[config.mk]
export PLATFORM = sky130hd
export DESIGN_NAME = rv_core_top
export DESIGN_NICKNAME = d
export VERILOG_FILES = /design/src/design/rv_core_pkg.sv /design/src/design/rv_decode.sv /design/src/design/rv_regfile.sv /design/src/design/rv_execute.sv /design/src/design/rv_writeback.sv /design/src/design/rv_core_top.sv
export VERILOG_INCLUDE_DIRS = /design/src /design/src/design
export SDC_FILE = /design/constraint.sdc
export NUM_CORES = 2
export LEC_CHECK = 0
export BUFFER_PORTS_ARGS = -buffer_cell sky130_fd_sc_hd__buf_2
export CAP_MARGIN = 20
export CORE_UTILIZATION = 35
export DETAILED_ROUTE_END_ITERATION = 10
export HOLD_SLACK_MARGIN = 0.1
export PLACE_DENSITY = 0.6
export SETUP_SLACK_MARGIN = 0.02
export SLEW_MARGIN = 20
export SYNTH_ARGS = -nofsm -noshare
export SYNTH_HDL_FRONTEND = slang
export SYNTH_SLANG_ARGS = --single-unit
[constraint.sdc]
create_clock -name clk_i -period 16.5 [get_ports clk_i]
set_clock_uncertainty 0.05 [all_clocks]
set_input_delay 1.65 -clock clk_i [delete_from_list [all_inputs] [get_ports clk_i]]
set_output_delay 1.65 -clock clk_i [all_outputs]
set_load 0.05 [all_outputs]
[src/design/rv_core_params.svh]
/*
  Architectural constants for the RV32I datapath.
  Include wherever widths or opcode values are needed; guarded
  so that several files in one compile unit may include it.
*/

`ifndef RV_CORE_PARAMS_SVH
`define RV_CORE_PARAMS_SVH

// Data width and register count
`define RV_XLEN  32
`define RV_NREGS 32

// Major opcodes kept by this core
`define RV_OP_REG  7'b0110011
`define RV_OP_IMM  7'b0010011
`define RV_OP_LUI  7'b0110111
`define RV_OP_JAL  7'b1101111
`define RV_OP_JALR 7'b1100111

`endif

[src/design/rv_core_pkg.sv]
/*
  Shared types for the three-stage RV32I datapath.
  Holds the instruction union, the ALU op encoding and the
  records carried between decode, execute and writeback.
*/

`include "rv_core_params.svh"

package rv_core_pkg;

  //////////////////////////////////////////////////
  // Instruction word views
  //////////////////////////////////////////////////

  // Register-register layout
  typedef struct packed {
    logic [6:0] funct7;
    logic [4:0] rs2;
    logic [4:0] rs1;
    logic [2:0] funct3;
    logic [4:0] rd;
    logic [6:0] opcode;
  } instr_r_t;

  // Register-immediate layout
  typedef struct packed {
    logic [11:0] imm12;
    logic [4:0]  rs1;
    logic [2:0]  funct3;
    logic [4:0]  rd;
    logic [6:0]  opcode;
  } instr_i_t;

  // Same 32 bits, read either way
  typedef union packed {
    instr_r_t r;
    instr_i_t i;
  } instr_u;

  // ALU operations, pass-B serves lui
  typedef enum logic [3:0] {
    ALU_ADD,
    ALU_SUB,
    ALU_AND,
    ALU_OR,
    ALU_XOR,
    ALU_SLL,
    ALU_SRL,
    ALU_SRA,
    ALU_SLT,
    ALU_SLTU,
    ALU_PASS_B
  } alu_op_e;

  //////////////////////////////////////////////////
  // Stage records
  //////////////////////////////////////////////////

  // Decode to execute
  typedef struct packed {
    logic               valid;
    logic [`RV_XLEN-1:0] pc;
    logic [4:0]         rs1;
    logic [4:0]         rs2;
    logic [4:0]         rd;
    logic [`RV_XLEN-1:0] imm;
    alu_op_e            alu_op;
    logic               use_imm;   // B operand is the immediate
    logic               rs1_used;
    logic               link;      // result is pc+4
    logic               we;
  } decode_t;

  // Execute to writeback
  typedef struct packed {
    logic               valid;
    logic [4:0]         rd;
    logic               we;
    logic               link;
    logic [`RV_XLEN-1:0] alu_result;
    logic [`RV_XLEN-1:0] pc_plus4;
  } exec_t;

  // Writeback result, also the forwarding bundle
  typedef struct packed {
    logic               valid;
    logic [4:0]         rd;
    logic [`RV_XLEN-1:0] data;
  } wb_t;

endpackage

[src/design/rv_decode.sv]
/*
  Decode stage of the RV32I datapath.
  Splits the incoming word, builds immediates and the ALU op,
  and registers the decoded record for execute. Holds on stall.
*/

`timescale 1ns/1ps
`include "rv_core_params.svh"

module rv_decode (
  input  logic                  clk_i,
  input  logic                  rst_n_i,
  input  logic                  stall_i,
  input  logic                  flush_i,
  input  logic                  instr_valid_i,
  input  rv_core_pkg::instr_u   instr_i,
  input  logic [`RV_XLEN-1:0]   pc_i,
  output rv_core_pkg::decode_t  dec_o
);

  rv_core_pkg::decode_t dec_d;
  rv_core_pkg::decode_t dec_q;
  logic [`RV_XLEN-1:0]  imm_i_ext;
  logic [`RV_XLEN-1:0]  imm_u_ext;
  logic                 sh_alt;

  // funct3 mapping shared by OP and OP-IMM
  function automatic rv_core_pkg::alu_op_e alu_sel(input logic [2:0] f3, input logic alt);
    rv_core_pkg::alu_op_e op;
    case (f3)
      3'b000:  op = alt ? rv_core_pkg::ALU_SUB : rv_core_pkg::ALU_ADD;
      3'b001:  op = rv_core_pkg::ALU_SLL;
      3'b010:  op = rv_core_pkg::ALU_SLT;
      3'b011:  op = rv_core_pkg::ALU_SLTU;
      3'b100:  op = rv_core_pkg::ALU_XOR;
      3'b101:  op = alt ? rv_core_pkg::ALU_SRA : rv_core_pkg::ALU_SRL;
      3'b110:  op = rv_core_pkg::ALU_OR;
      default: op = rv_core_pkg::ALU_AND;
    endcase
    return op;
  endfunction

  // Sign-extended I immediate, U immediate from the upper 20 bits
  assign imm_i_ext = {{(`RV_XLEN-12){instr_i.i.imm12[11]}}, instr_i.i.imm12};
  assign imm_u_ext = {instr_i.i.imm12, instr_i.i.rs1, instr_i.i.funct3, 12'b0};

  // Only srai looks at bit 30 in the I form
  assign sh_alt = (instr_i.i.funct3 == 3'b101) && instr_i.r.funct7[5];

  always_comb begin
    dec_d        = '0;
    dec_d.valid  = instr_valid_i;
    dec_d.pc     = pc_i;
    dec_d.rs1    = instr_i.r.rs1;
    dec_d.rs2    = instr_i.r.rs2;
    dec_d.rd     = instr_i.r.rd;
    dec_d.alu_op = rv_core_pkg::ALU_ADD;
    case (instr_i.r.opcode)
      `RV_OP_REG: begin
        dec_d.alu_op   = alu_sel(instr_i.r.funct3, instr_i.r.funct7[5]);
        dec_d.rs1_used = 1'b1;
        dec_d.we       = 1'b1;
      end
      `RV_OP_IMM: begin
        dec_d.alu_op   = alu_sel(instr_i.i.funct3, sh_alt);
        dec_d.imm      = imm_i_ext;
        dec_d.use_imm  = 1'b1;
        dec_d.rs1_used = 1'b1;
        dec_d.we       = 1'b1;
      end
      `RV_OP_LUI: begin
        dec_d.alu_op  = rv_core_pkg::ALU_PASS_B;
        dec_d.imm     = imm_u_ext;
        dec_d.use_imm = 1'b1;
        dec_d.we      = 1'b1;
      end
      // Links only, the ALU value is not used
      `RV_OP_JAL: begin
        dec_d.link = 1'b1;
        dec_d.we   = 1'b1;
      end
      `RV_OP_JALR: begin
        dec_d.imm      = imm_i_ext;
        dec_d.use_imm  = 1'b1;
        dec_d.rs1_used = 1'b1;
        dec_d.link     = 1'b1;
        dec_d.we       = 1'b1;
      end
      // Unknown opcode passes through with no write
      default: dec_d.we = 1'b0;
    endcase
    // x0 is never a destination
    if (dec_d.rd == 5'd0) begin
      dec_d.we = 1'b0;
    end
  end

  always_ff @(posedge clk_i) begin
    if (!rst_n_i) begin
      dec_q <= '0;
    end else if (flush_i) begin
      dec_q.valid <= 1'b0;
    end else if (!stall_i) begin
      dec_q <= dec_d;
    end
  end

  assign dec_o = dec_q;

endmodule

[src/design/rv_regfile.sv]
/*
  Integer register file, 32 entries of 32 bits.
  Two combinational read ports and one synchronous write port;
  x0 always reads zero.
*/

`timescale 1ns/1ps
`include "rv_core_params.svh"

module rv_regfile (
  input  logic                clk_i,
  input  logic                rst_n_i,
  input  logic [4:0]          rs1_addr_i,
  input  logic [4:0]          rs2_addr_i,
  output logic [`RV_XLEN-1:0] rs1_data_o,
  output logic [`RV_XLEN-1:0] rs2_data_o,
  input  logic                wr_en_i,
  input  logic [4:0]          wr_addr_i,
  input  logic [`RV_XLEN-1:0] wr_data_i
);

  logic [`RV_XLEN-1:0] regs_q [`RV_NREGS];

  // Write port, x0 writes dropped
  always_ff @(posedge clk_i) begin
    if (!rst_n_i) begin
      for (int i = 0; i < `RV_NREGS; i++) begin
        regs_q[i] <= '0;
      end
    end else if (wr_en_i && (wr_addr_i != 5'd0)) begin
      regs_q[wr_addr_i] <= wr_data_i;
    end
  end

  // Read ports
  assign rs1_data_o = (rs1_addr_i == 5'd0) ? '0 : regs_q[rs1_addr_i];
  assign rs2_data_o = (rs2_addr_i == 5'd0) ? '0 : regs_q[rs2_addr_i];

endmodule

[src/design/rv_execute.sv]
/*
  Execute stage of the RV32I datapath.
  Reads operands with forwarding from writeback, runs the ALU,
  forms pc+4 and registers the result record.
*/

`timescale 1ns/1ps
`include "rv_core_params.svh"

module rv_execute (
  input  logic                 clk_i,
  input  logic                 rst_n_i,
  input  logic                 stall_i,
  input  logic                 flush_i,
  input  rv_core_pkg::decode_t dec_i,
  output logic [4:0]           rs1_addr_o,
  output logic [4:0]           rs2_addr_o,
  input  logic [`RV_XLEN-1:0]  rs1_data_i,
  input  logic [`RV_XLEN-1:0]  rs2_data_i,
  input  rv_core_pkg::wb_t     fwd_i,
  output rv_core_pkg::exec_t   exe_o
);

  logic [`RV_XLEN-1:0] rs1_val, rs2_val;
  logic [`RV_XLEN-1:0] op_a, op_b;
  logic [`RV_XLEN-1:0] alu_res;
  logic [4:0]          shamt;
  logic                fwd_ok;
  rv_core_pkg::exec_t  exe_q;

  assign rs1_addr_o = dec_i.rs1;
  assign rs2_addr_o = dec_i.rs2;

  // Writeback value beats the stale register file read
  assign fwd_ok  = fwd_i.valid && (fwd_i.rd != 5'd0);
  assign rs1_val = (fwd_ok && fwd_i.rd == dec_i.rs1) ? fwd_i.data : rs1_data_i;
  assign rs2_val = (fwd_ok && fwd_i.rd == dec_i.rs2) ? fwd_i.data : rs2_data_i;

  assign op_a  = dec_i.rs1_used ? rs1_val : '0;
  assign op_b  = dec_i.use_imm ? dec_i.imm : rs2_val;
  assign shamt = op_b[4:0];

  //////////////////////////////////////////////////
  // ALU
  //////////////////////////////////////////////////
  always_comb begin
    case (dec_i.alu_op)
      rv_core_pkg::ALU_ADD:  alu_res = op_a + op_b;
      rv_core_pkg::ALU_SUB:  alu_res = op_a - op_b;
      rv_core_pkg::ALU_AND:  alu_res = op_a & op_b;
      rv_core_pkg::ALU_OR:   alu_res = op_a | op_b;
      rv_core_pkg::ALU_XOR:  alu_res = op_a ^ op_b;
      rv_core_pkg::ALU_SLL:  alu_res = op_a << shamt;
      rv_core_pkg::ALU_SRL:  alu_res = op_a >> shamt;
      rv_core_pkg::ALU_SRA:  alu_res = $signed(op_a) >>> shamt;
      rv_core_pkg::ALU_SLT:  alu_res = {31'b0, $signed(op_a) < $signed(op_b)};
      rv_core_pkg::ALU_SLTU: alu_res = {31'b0, op_a < op_b};
      default:               alu_res = op_b;  // pass-B for lui
    endcase
  end

  // Result record, held during stall
  always_ff @(posedge clk_i) begin
    if (!rst_n_i) begin
      exe_q <= '0;
    end else if (flush_i) begin
      exe_q.valid <= 1'b0;
    end else if (!stall_i) begin
      exe_q.valid      <= dec_i.valid;
      exe_q.rd         <= dec_i.rd;
      exe_q.we         <= dec_i.we;
      exe_q.link       <= dec_i.link;
      exe_q.alu_result <= alu_res;
      exe_q.pc_plus4   <= dec_i.pc + `RV_XLEN'd4;
    end
  end

  assign exe_o = exe_q;

endmodule

[src/design/rv_writeback.sv]
/*
  Writeback stage of the RV32I datapath, purely combinational.
  Picks the link address or the ALU value and gates the register
  file write with stall and flush; also drives the result port.
*/

`timescale 1ns/1ps

module rv_writeback (
  input  logic               stall_i,
  input  logic               flush_i,
  input  rv_core_pkg::exec_t exe_i,
  output logic               rf_wr_en_o,
  output logic [4:0]         rf_wr_addr_o,
  output logic [31:0]        rf_wr_data_o,
  output rv_core_pkg::wb_t   wb_o
);

  logic        wr_en;
  logic [31:0] wr_data;

  // Any stall level or a flush pulse kills the write
  assign wr_en   = exe_i.valid && exe_i.we && !stall_i && !flush_i;

  // Link value for jal/jalr, ALU otherwise
  assign wr_data = exe_i.link ? exe_i.pc_plus4 : exe_i.alu_result;

  assign rf_wr_en_o   = wr_en;
  assign rf_wr_addr_o = exe_i.rd;
  assign rf_wr_data_o = wr_data;

  // Result port mirrors the write, quiet otherwise
  always_comb begin
    wb_o.valid = wr_en;
    wb_o.rd    = wr_en ? exe_i.rd : 5'd0;
    wb_o.data  = wr_en ? wr_data : 32'd0;
  end

endmodule

[src/design/rv_core_top.sv]
/*
  Top level of the three-stage RV32I datapath.
  Instruction and pc enter on a valid strobe; one result per
  cycle leaves on wb_o two cycles later. Stall holds, flush kills.
*/

`timescale 1ns/1ps
`include "rv_core_params.svh"

module rv_core_top (
  input  logic                clk_i,
  input  logic                rst_n_i,
  input  logic                instr_valid_i,
  input  rv_core_pkg::instr_u instr_i,
  input  logic [`RV_XLEN-1:0] pc_i,
  input  logic                stall_i,
  input  logic                flush_i,
  output rv_core_pkg::wb_t    wb_o
);

  rv_core_pkg::decode_t dec_q;
  rv_core_pkg::exec_t   exe_q;
  rv_core_pkg::wb_t     wb_s;
  logic [4:0]           rs1_addr, rs2_addr;
  logic [`RV_XLEN-1:0]  rs1_data, rs2_data;
  logic                 rf_wr_en;
  logic [4:0]           rf_wr_addr;
  logic [`RV_XLEN-1:0]  rf_wr_data;

  //////////////////////////////////////////////////
  // Stages
  //////////////////////////////////////////////////
  rv_decode u_decode (
    .clk_i        (clk_i),
    .rst_n_i      (rst_n_i),
    .stall_i      (stall_i),
    .flush_i      (flush_i),
    .instr_valid_i(instr_valid_i),
    .instr_i      (instr_i),
    .pc_i         (pc_i),
    .dec_o        (dec_q)
  );

  // Forwarding comes straight from the writeback result
  rv_execute u_execute (
    .clk_i     (clk_i),
    .rst_n_i   (rst_n_i),
    .stall_i   (stall_i),
    .flush_i   (flush_i),
    .dec_i     (dec_q),
    .rs1_addr_o(rs1_addr),
    .rs2_addr_o(rs2_addr),
    .rs1_data_i(rs1_data),
    .rs2_data_i(rs2_data),
    .fwd_i     (wb_s),
    .exe_o     (exe_q)
  );

  rv_regfile u_regfile (
    .clk_i     (clk_i),
    .rst_n_i   (rst_n_i),
    .rs1_addr_i(rs1_addr),
    .rs2_addr_i(rs2_addr),
    .rs1_data_o(rs1_data),
    .rs2_data_o(rs2_data),
    .wr_en_i   (rf_wr_en),
    .wr_addr_i (rf_wr_addr),
    .wr_data_i (rf_wr_data)
  );

  rv_writeback u_writeback (
    .stall_i     (stall_i),
    .flush_i     (flush_i),
    .exe_i       (exe_q),
    .rf_wr_en_o  (rf_wr_en),
    .rf_wr_addr_o(rf_wr_addr),
    .rf_wr_data_o(rf_wr_data),
    .wb_o        (wb_s)
  );

  assign wb_o = wb_s;

endmodule

# --- Word-level counts from Yosys, hierarchy flattened ---
# Memories as Yosys holds them, arrays and structs flattened. A register that Yosys moved wholly into a read port is not among the register bits.
# Index checks and enable logic that the tools add are counted.
classes:
  n_addsub: 3
  mux: 34
  n_shift: 3
  n_reduce_logical: 25
  magnitude_cmp: 2
  bitwise_logic: 6
  n_eq_ne: 22
ops:
  columns: ["op", "n"]
  rows:
  - ["$pmux 32 s10", 1]
  - ["$mux 32", 9]
  - ["$lt 32x32->1", 2]
  - ["$pmux 32 s2", 1]
  - ["$pmux 4 s7", 2]
  - ["$add 32x3->32 const B", 1]
  - ["$add 32x32->32", 1]
  - ["$and 32x32->32", 1]
  - ["$or 32x32->32", 1]
  - ["$reduce_or 32->1", 1]
  - ["$shl 32x5->32", 1]
  - ["$shr 32x5->32", 1]
  - ["$sshr 32x5->32", 1]
  - ["$sub 32x32->32", 1]
  - ["$xor 32x32->32", 1]
  - ["$mux 5", 6]
  - ["$eq 4x3->1 const B", 4]
  - ["$logic_not 5->1", 3]
  - ["$eq 7x6->1 const B", 2]
  - ["$eq 7x7->1 const B", 2]
  - ["$mux 1", 14]
  - ["$pmux 4 s3", 1]
  - ["$eq 5x5->1", 2]
  - ["$reduce_bool 5->1", 2]
  - ["16 further kinds", 34]
word_totals:
  ramBits: 1024
  out_inout_bits: 38
  regBits: 160
  input_bits: 69
  n_memories: 1
memory_table:
  columns: ["name", "words", "width", "read_ports", "rd_clocked_by_memory_dff", "write_ports", "line_no", "rtl"]
  rows:
  - ["u_regfile.regs_q", 32, 32, 2, 2, 32, "rv_regfile.sv:22", "logic [`RV_XLEN-1:0] regs_q [`RV_NREGS];"]

# --- Longest topological paths before layout ---
logic_depth:
  depth_word: 11
  ltp_mapped: 27
  ltp_nobuf: 21

# --- Modules after synthesis ---
# A second synthesis with hierarchy kept.
unflattened:
  cells_unflattened: 5953
  area_unflattened_um2: 72428.2
modules_own_cells:
  columns: ["mod", "instances", "area_per_inst_um2", "cells_each"]
  rows:
  - ["rv_regfile", 1, 54204.5, 3509]
  - ["rv_execute", 1, 13965.9, 1975]
  - ["rv_decode", 1, 3405.8, 385]
  - ["rv_writeback", 1, 852.1, 84]

# --- Worst setup path before layout ---
# Ideal clock, no wire load.
synth_path:
  path_type: "input port to flip-flop"
  startpoint: "in flush_i"
  endpoint: "reg u_execute.exe_o[63] (netlist name)"
  path_slack_ps: 9832
  arrival_ps: 6503
  required_ps: 16335
  path_stages: 19
  cell_sequence: "nand4bb_4 > clkbuf_1 > clkbuf_1 > nor2_1 > inv_1 > o22ai_1 > ha_1 > clkbuf_1 > a21o_1 > a21o_1 > a21oi_1 > or3b_2 > o22ai_1 > a21oi_1 > a221o_1 > a41oi_1 > mux2i_1 > o211ai_1 > o21ba_1"
synth_lines:
  columns: ["element", "line_no", "rtl"]
  rows:
  - ["start, declared", "rv_core_top.sv:17", "input logic flush_i,"]

==> impl_metrics.ini <==
[logic_synthesis]
yosys_warnings = 0
post_synth_and_or_nand_nor_area_fraction_pct = 11.9
count_of_cell_types_in_the_netlist = 96
synth_fa_ha_area_share_pct = 1.79
synth_compound_gate_area_share_pct = 10.2
dominantRegCellSynth = sky130_fd_sc_hd__edfxtp_1
synthesis.instances = 6049
post_synth_mux_area_share_pct = 21.9
syn_area_per_cell_um2 = 11.5
synth_xor_xnor_area_share_pct = 0.655
synth_seq_area_share_pct = 49.1
synth_top_family_by_area = multiplexers
post_synth_edffs = 1024
synth-seq-cells = 1194
syn_area_um2 = 69500
ys_async_sr_fraction_pct = 0

[sta]
timing_max_transition_violations_final = 0
grt_setup_unrepaired = false
max-slew-margin-rel_pct = 21.6
fin_crit_ns = 8.51
tightestPinTransition_ns = 1.17
final-hold-violation-count = 0
final_min_period_over_clock_period_pct = 51.6
setup_slack_ns = 7.99
max_clock_freq_mhz = 117
setup_tns_ns = 0
setup_viol = 0

[layout]
nets = 6134
flow.area_growth_from_synthesis_pct = 12.0
final-instance-count-excl-fill = 8721
layout.filler_cells = 18795
drive_above_1_share_pct = 19.3

[grt]
grt_use_total_pct = 30.3
global_route.overflow_total = 0
vias_in_the_first_global_route = 54343
grt_pass1_wl_um = 425000
grt_antenna_before_repair = 10
pin_count_of_the_biggest_net_entering_global_routing = 132

[die]
fp.coreArea_um2 = 197000
std_cell_rows = 163
floorplan.die.height_um = 448
initial_core_util_pct = 35.2
dieArea_um2 = 200000
die_width_um = 448
boundaryPins = 107

[power]
power_density_nw_per_um2 = 100
cellLeakagePower_nw = 25.7
p_total_mw = 7.79
max-vdd-ir-drop_mv = 0.0969

[clock_network]
clock_pin_transition_on_the_worst_setup_and_hold_timing_paths_ns = 0.06
postCtsResizedCells = 0
ctsHtreeMaxLevel = 4
worst_skew_pair.late_latency_ns = 0.83
post_cts.repair.setup_buffers = 0
clockBufferDepth = 3
cts_made_buffers = 137
clock_tree_from_tritoncts = done
clock_sinks = 1194
cts_root_buf = sky130_fd_sc_hd__clkbuf_16
number_of_hold_buffers_added_after_cts = 0

[placement]
routabilityCongestion = 1.04
worst_setup_slack_after_placement_ns = 8.29
final_hpwl_from_detailed_placement_um = 196000
placed_cells = 8461
io_buffers = 106

[detailed_routing]
dr.first_iter.drc_count = 8922
dr_total_vias = 56533
detail_route.vias_per_cell = 6.48
drt-wirelength-per-cell_um = 35.5
ant_nets = 0
postRouteWirelength_um = 309000
dr.pass1.iters = 8
drt_drc_violations_left = 0

[worst_setup_path]
crit_required_ns = 17.16
crit_path_end_kind = flip-flop
worstSetupStartpointType = flip-flop
cpPeakStageDelay_ns = 0.90
crit_path_cell_trace = buf_4 > buf_4 > mux4_2 > mux4_2 > mux2i_1 > o22ai_1 > mux2i_1 > inv_1 > ha_1 > inv_1 > a21oi_1 > a21oi_1 > a211oi_1 > nand3_1 > a211oi_1 > nor3_1 > a211o_1 > a2111oi_0 > a31oi_1 > o211ai_1
worst-path-buf-inv = 4
timing.critical_path.fanout_max = 50
critPathSlowestCell = sky130_fd_sc_hd__dfxtp_4
crit_type = flip-flop to flip-flop
worst_ep_arrival_time_ns = 9.17
worst_path_dominant_cell_family = compound AO/OA/AOI/OAI gates

[status]
status = finished, final reports clean

[worst_hold_path]
holdCritPathClass = flip-flop to flip-flop
min_from = u_decode.dec_o[43]$_SDFFE_PN0P_

[job]
cap_violations = 0
placed cells by master (no fill, tap or decap), types with 34 or more instances in the layout:
cell,n
sky130_fd_sc_hd__clkinv_1,34
sky130_fd_sc_hd__nor2b_1,34
sky130_fd_sc_hd__a21oi_1,263
sky130_fd_sc_hd__nand3_1,85
sky130_fd_sc_hd__ha_1,96
sky130_fd_sc_hd__buf_2,105
sky130_fd_sc_hd__nand2_1,343
sky130_fd_sc_hd__mux2i_1,432
sky130_fd_sc_hd__nand2_2,50
sky130_fd_sc_hd__inv_1,113
sky130_fd_sc_hd__mux4_2,443
sky130_fd_sc_hd__edfxtp_1,1024
sky130_fd_sc_hd__o211ai_1,42
sky130_fd_sc_hd__buf_4,198
sky130_fd_sc_hd__o21ai_0,143
sky130_fd_sc_hd__mux2_2,51
sky130_fd_sc_hd__nor3_1,42
sky130_fd_sc_hd__nor2_1,1272
sky130_fd_sc_hd__clkbuf_16,139
sky130_fd_sc_hd__dfxtp_1,160
sky130_fd_sc_hd__a22oi_1,133
sky130_fd_sc_hd__a211oi_1,74
sky130_fd_sc_hd__o22ai_1,58
per-layer routing:
| layer | vias to the layer above | part of all wire, % | track usage, % |
|---|---|---|---|
| li1 | 22493 | - | - |
| met5 | - | 0.012 | 0.0977 |
| met3 | 1083 | 13 | 8.07 |
| met1 | 28267 | 34 | 36.7 |
| met4 | 8 | 8.5 | 21.7 |
| met2 | 4682 | 44 | 46.5 |
registers in the layout (all words and copies together), names as in the netlist, named ones only:
signal / flops
u_decode.dec_o: 88
u_regfile.regs_q: 1024
u_execute.exe_o: 72
worst reg2reg max path, delay by kind of cell, from the launching register on:
kind	cells	cell delay, ns
compound gates	9	3.02
fa+ha+maj	1	0.50
buf+inv	4	1.76
flops	1	0.90
mux	4	1.88
simple gates	2	0.31
cells by family (layout without fill, tap and decap cells):
| kind of cell | count (synthesis) | count (layout) |
|---|---|---|
| simple gates | 2011 | 2011 |
| xor+xnor | 52 | 52 |
| compound gates | 1046 | 1046 |
| fa+ha+maj | 98 | 98 |
| mux | 958 | 958 |
| flops | 1194 | 1194 |
| other cells | 1 | 35 |
| buf+inv | 689 | 687 |
stage by stage:
stage,util [%],area (um2),hold slack (ns)
floorplan,-,69600,0.375
global placement,37.1,73200,0.379
detailed placement,37.1,73200,0.393
CTS,39.4,77700,0.402
global route,39.5,77900,0.417
finish,39.5,77900,0.400
final timing paths:
| kind | endpoint | slack [ns] | cells after the start |
|---|---|---|---|
| min reg2reg | u_execute.exe_o[69]$_SDFFE_PN0P_ | 0.40 | 2 |
| max | u_execute.exe_o[59]$_SDFFE_PN0P_ | 7.99 | 20 |
| min | u_execute.exe_o[69]$_SDFFE_PN0P_ | 0.40 | 2 |
| max reg2reg | u_execute.exe_o[59]$_SDFFE_PN0P_ | 7.99 | 20 |
area by class of cell:
cell class	count	area, um2	share of cell area (%)
Clock buffer	169	3580	4.59
Antenna cell	3	7.51	0.00964
Timing Repair Buffer	314	2240	2.87
Inverter	123	468	0.601
Multi-Input combinational cell	4197	33200	42.6
Tap cell	2640	3300	4.24
Clock inverter	81	902	1.16
Sequential cell	1194	34200	43.9
report_power, final:
| part | internal, mW | leakage (nW) | total (mW) | switching [mW] |
|---|---|---|---|---|
| Sequential | 3.38 | 11.9 | 3.47 | 0.0945 |
| Clock | 1.74 | 2.14 | 3.12 | 1.38 |
| Combinational | 0.395 | 11.6 | 1.19 | 0.799 |
| Total | 5.51 | 25.7 | 7.79 | 2.27 |
synthesized netlist by cell type (74+ instances only):
cell | instances | area (um2)
sky130_fd_sc_hd__ha_1 | 96 | 1200
sky130_fd_sc_hd__o21ai_0 | 143 | 716
sky130_fd_sc_hd__dfxtp_1 | 170 | 3400
sky130_fd_sc_hd__a21oi_1 | 263 | 1320
sky130_fd_sc_hd__buf_2 | 101 | 505
sky130_fd_sc_hd__a211oi_1 | 74 | 556
sky130_fd_sc_hd__nor2_1 | 1277 | 4790
sky130_fd_sc_hd__mux2i_1 | 464 | 4640
sky130_fd_sc_hd__a22oi_1 | 133 | 998
sky130_fd_sc_hd__clkbuf_1 | 374 | 1400
sky130_fd_sc_hd__edfxtp_1 | 1024 | 30700
sky130_fd_sc_hd__nand3_1 | 85 | 425
sky130_fd_sc_hd__mux4_2 | 443 | 9980
sky130_fd_sc_hd__nand2_1 | 406 | 1520
sky130_fd_sc_hd__inv_1 | 114 | 428
Power figures use the tool's default switching activity.
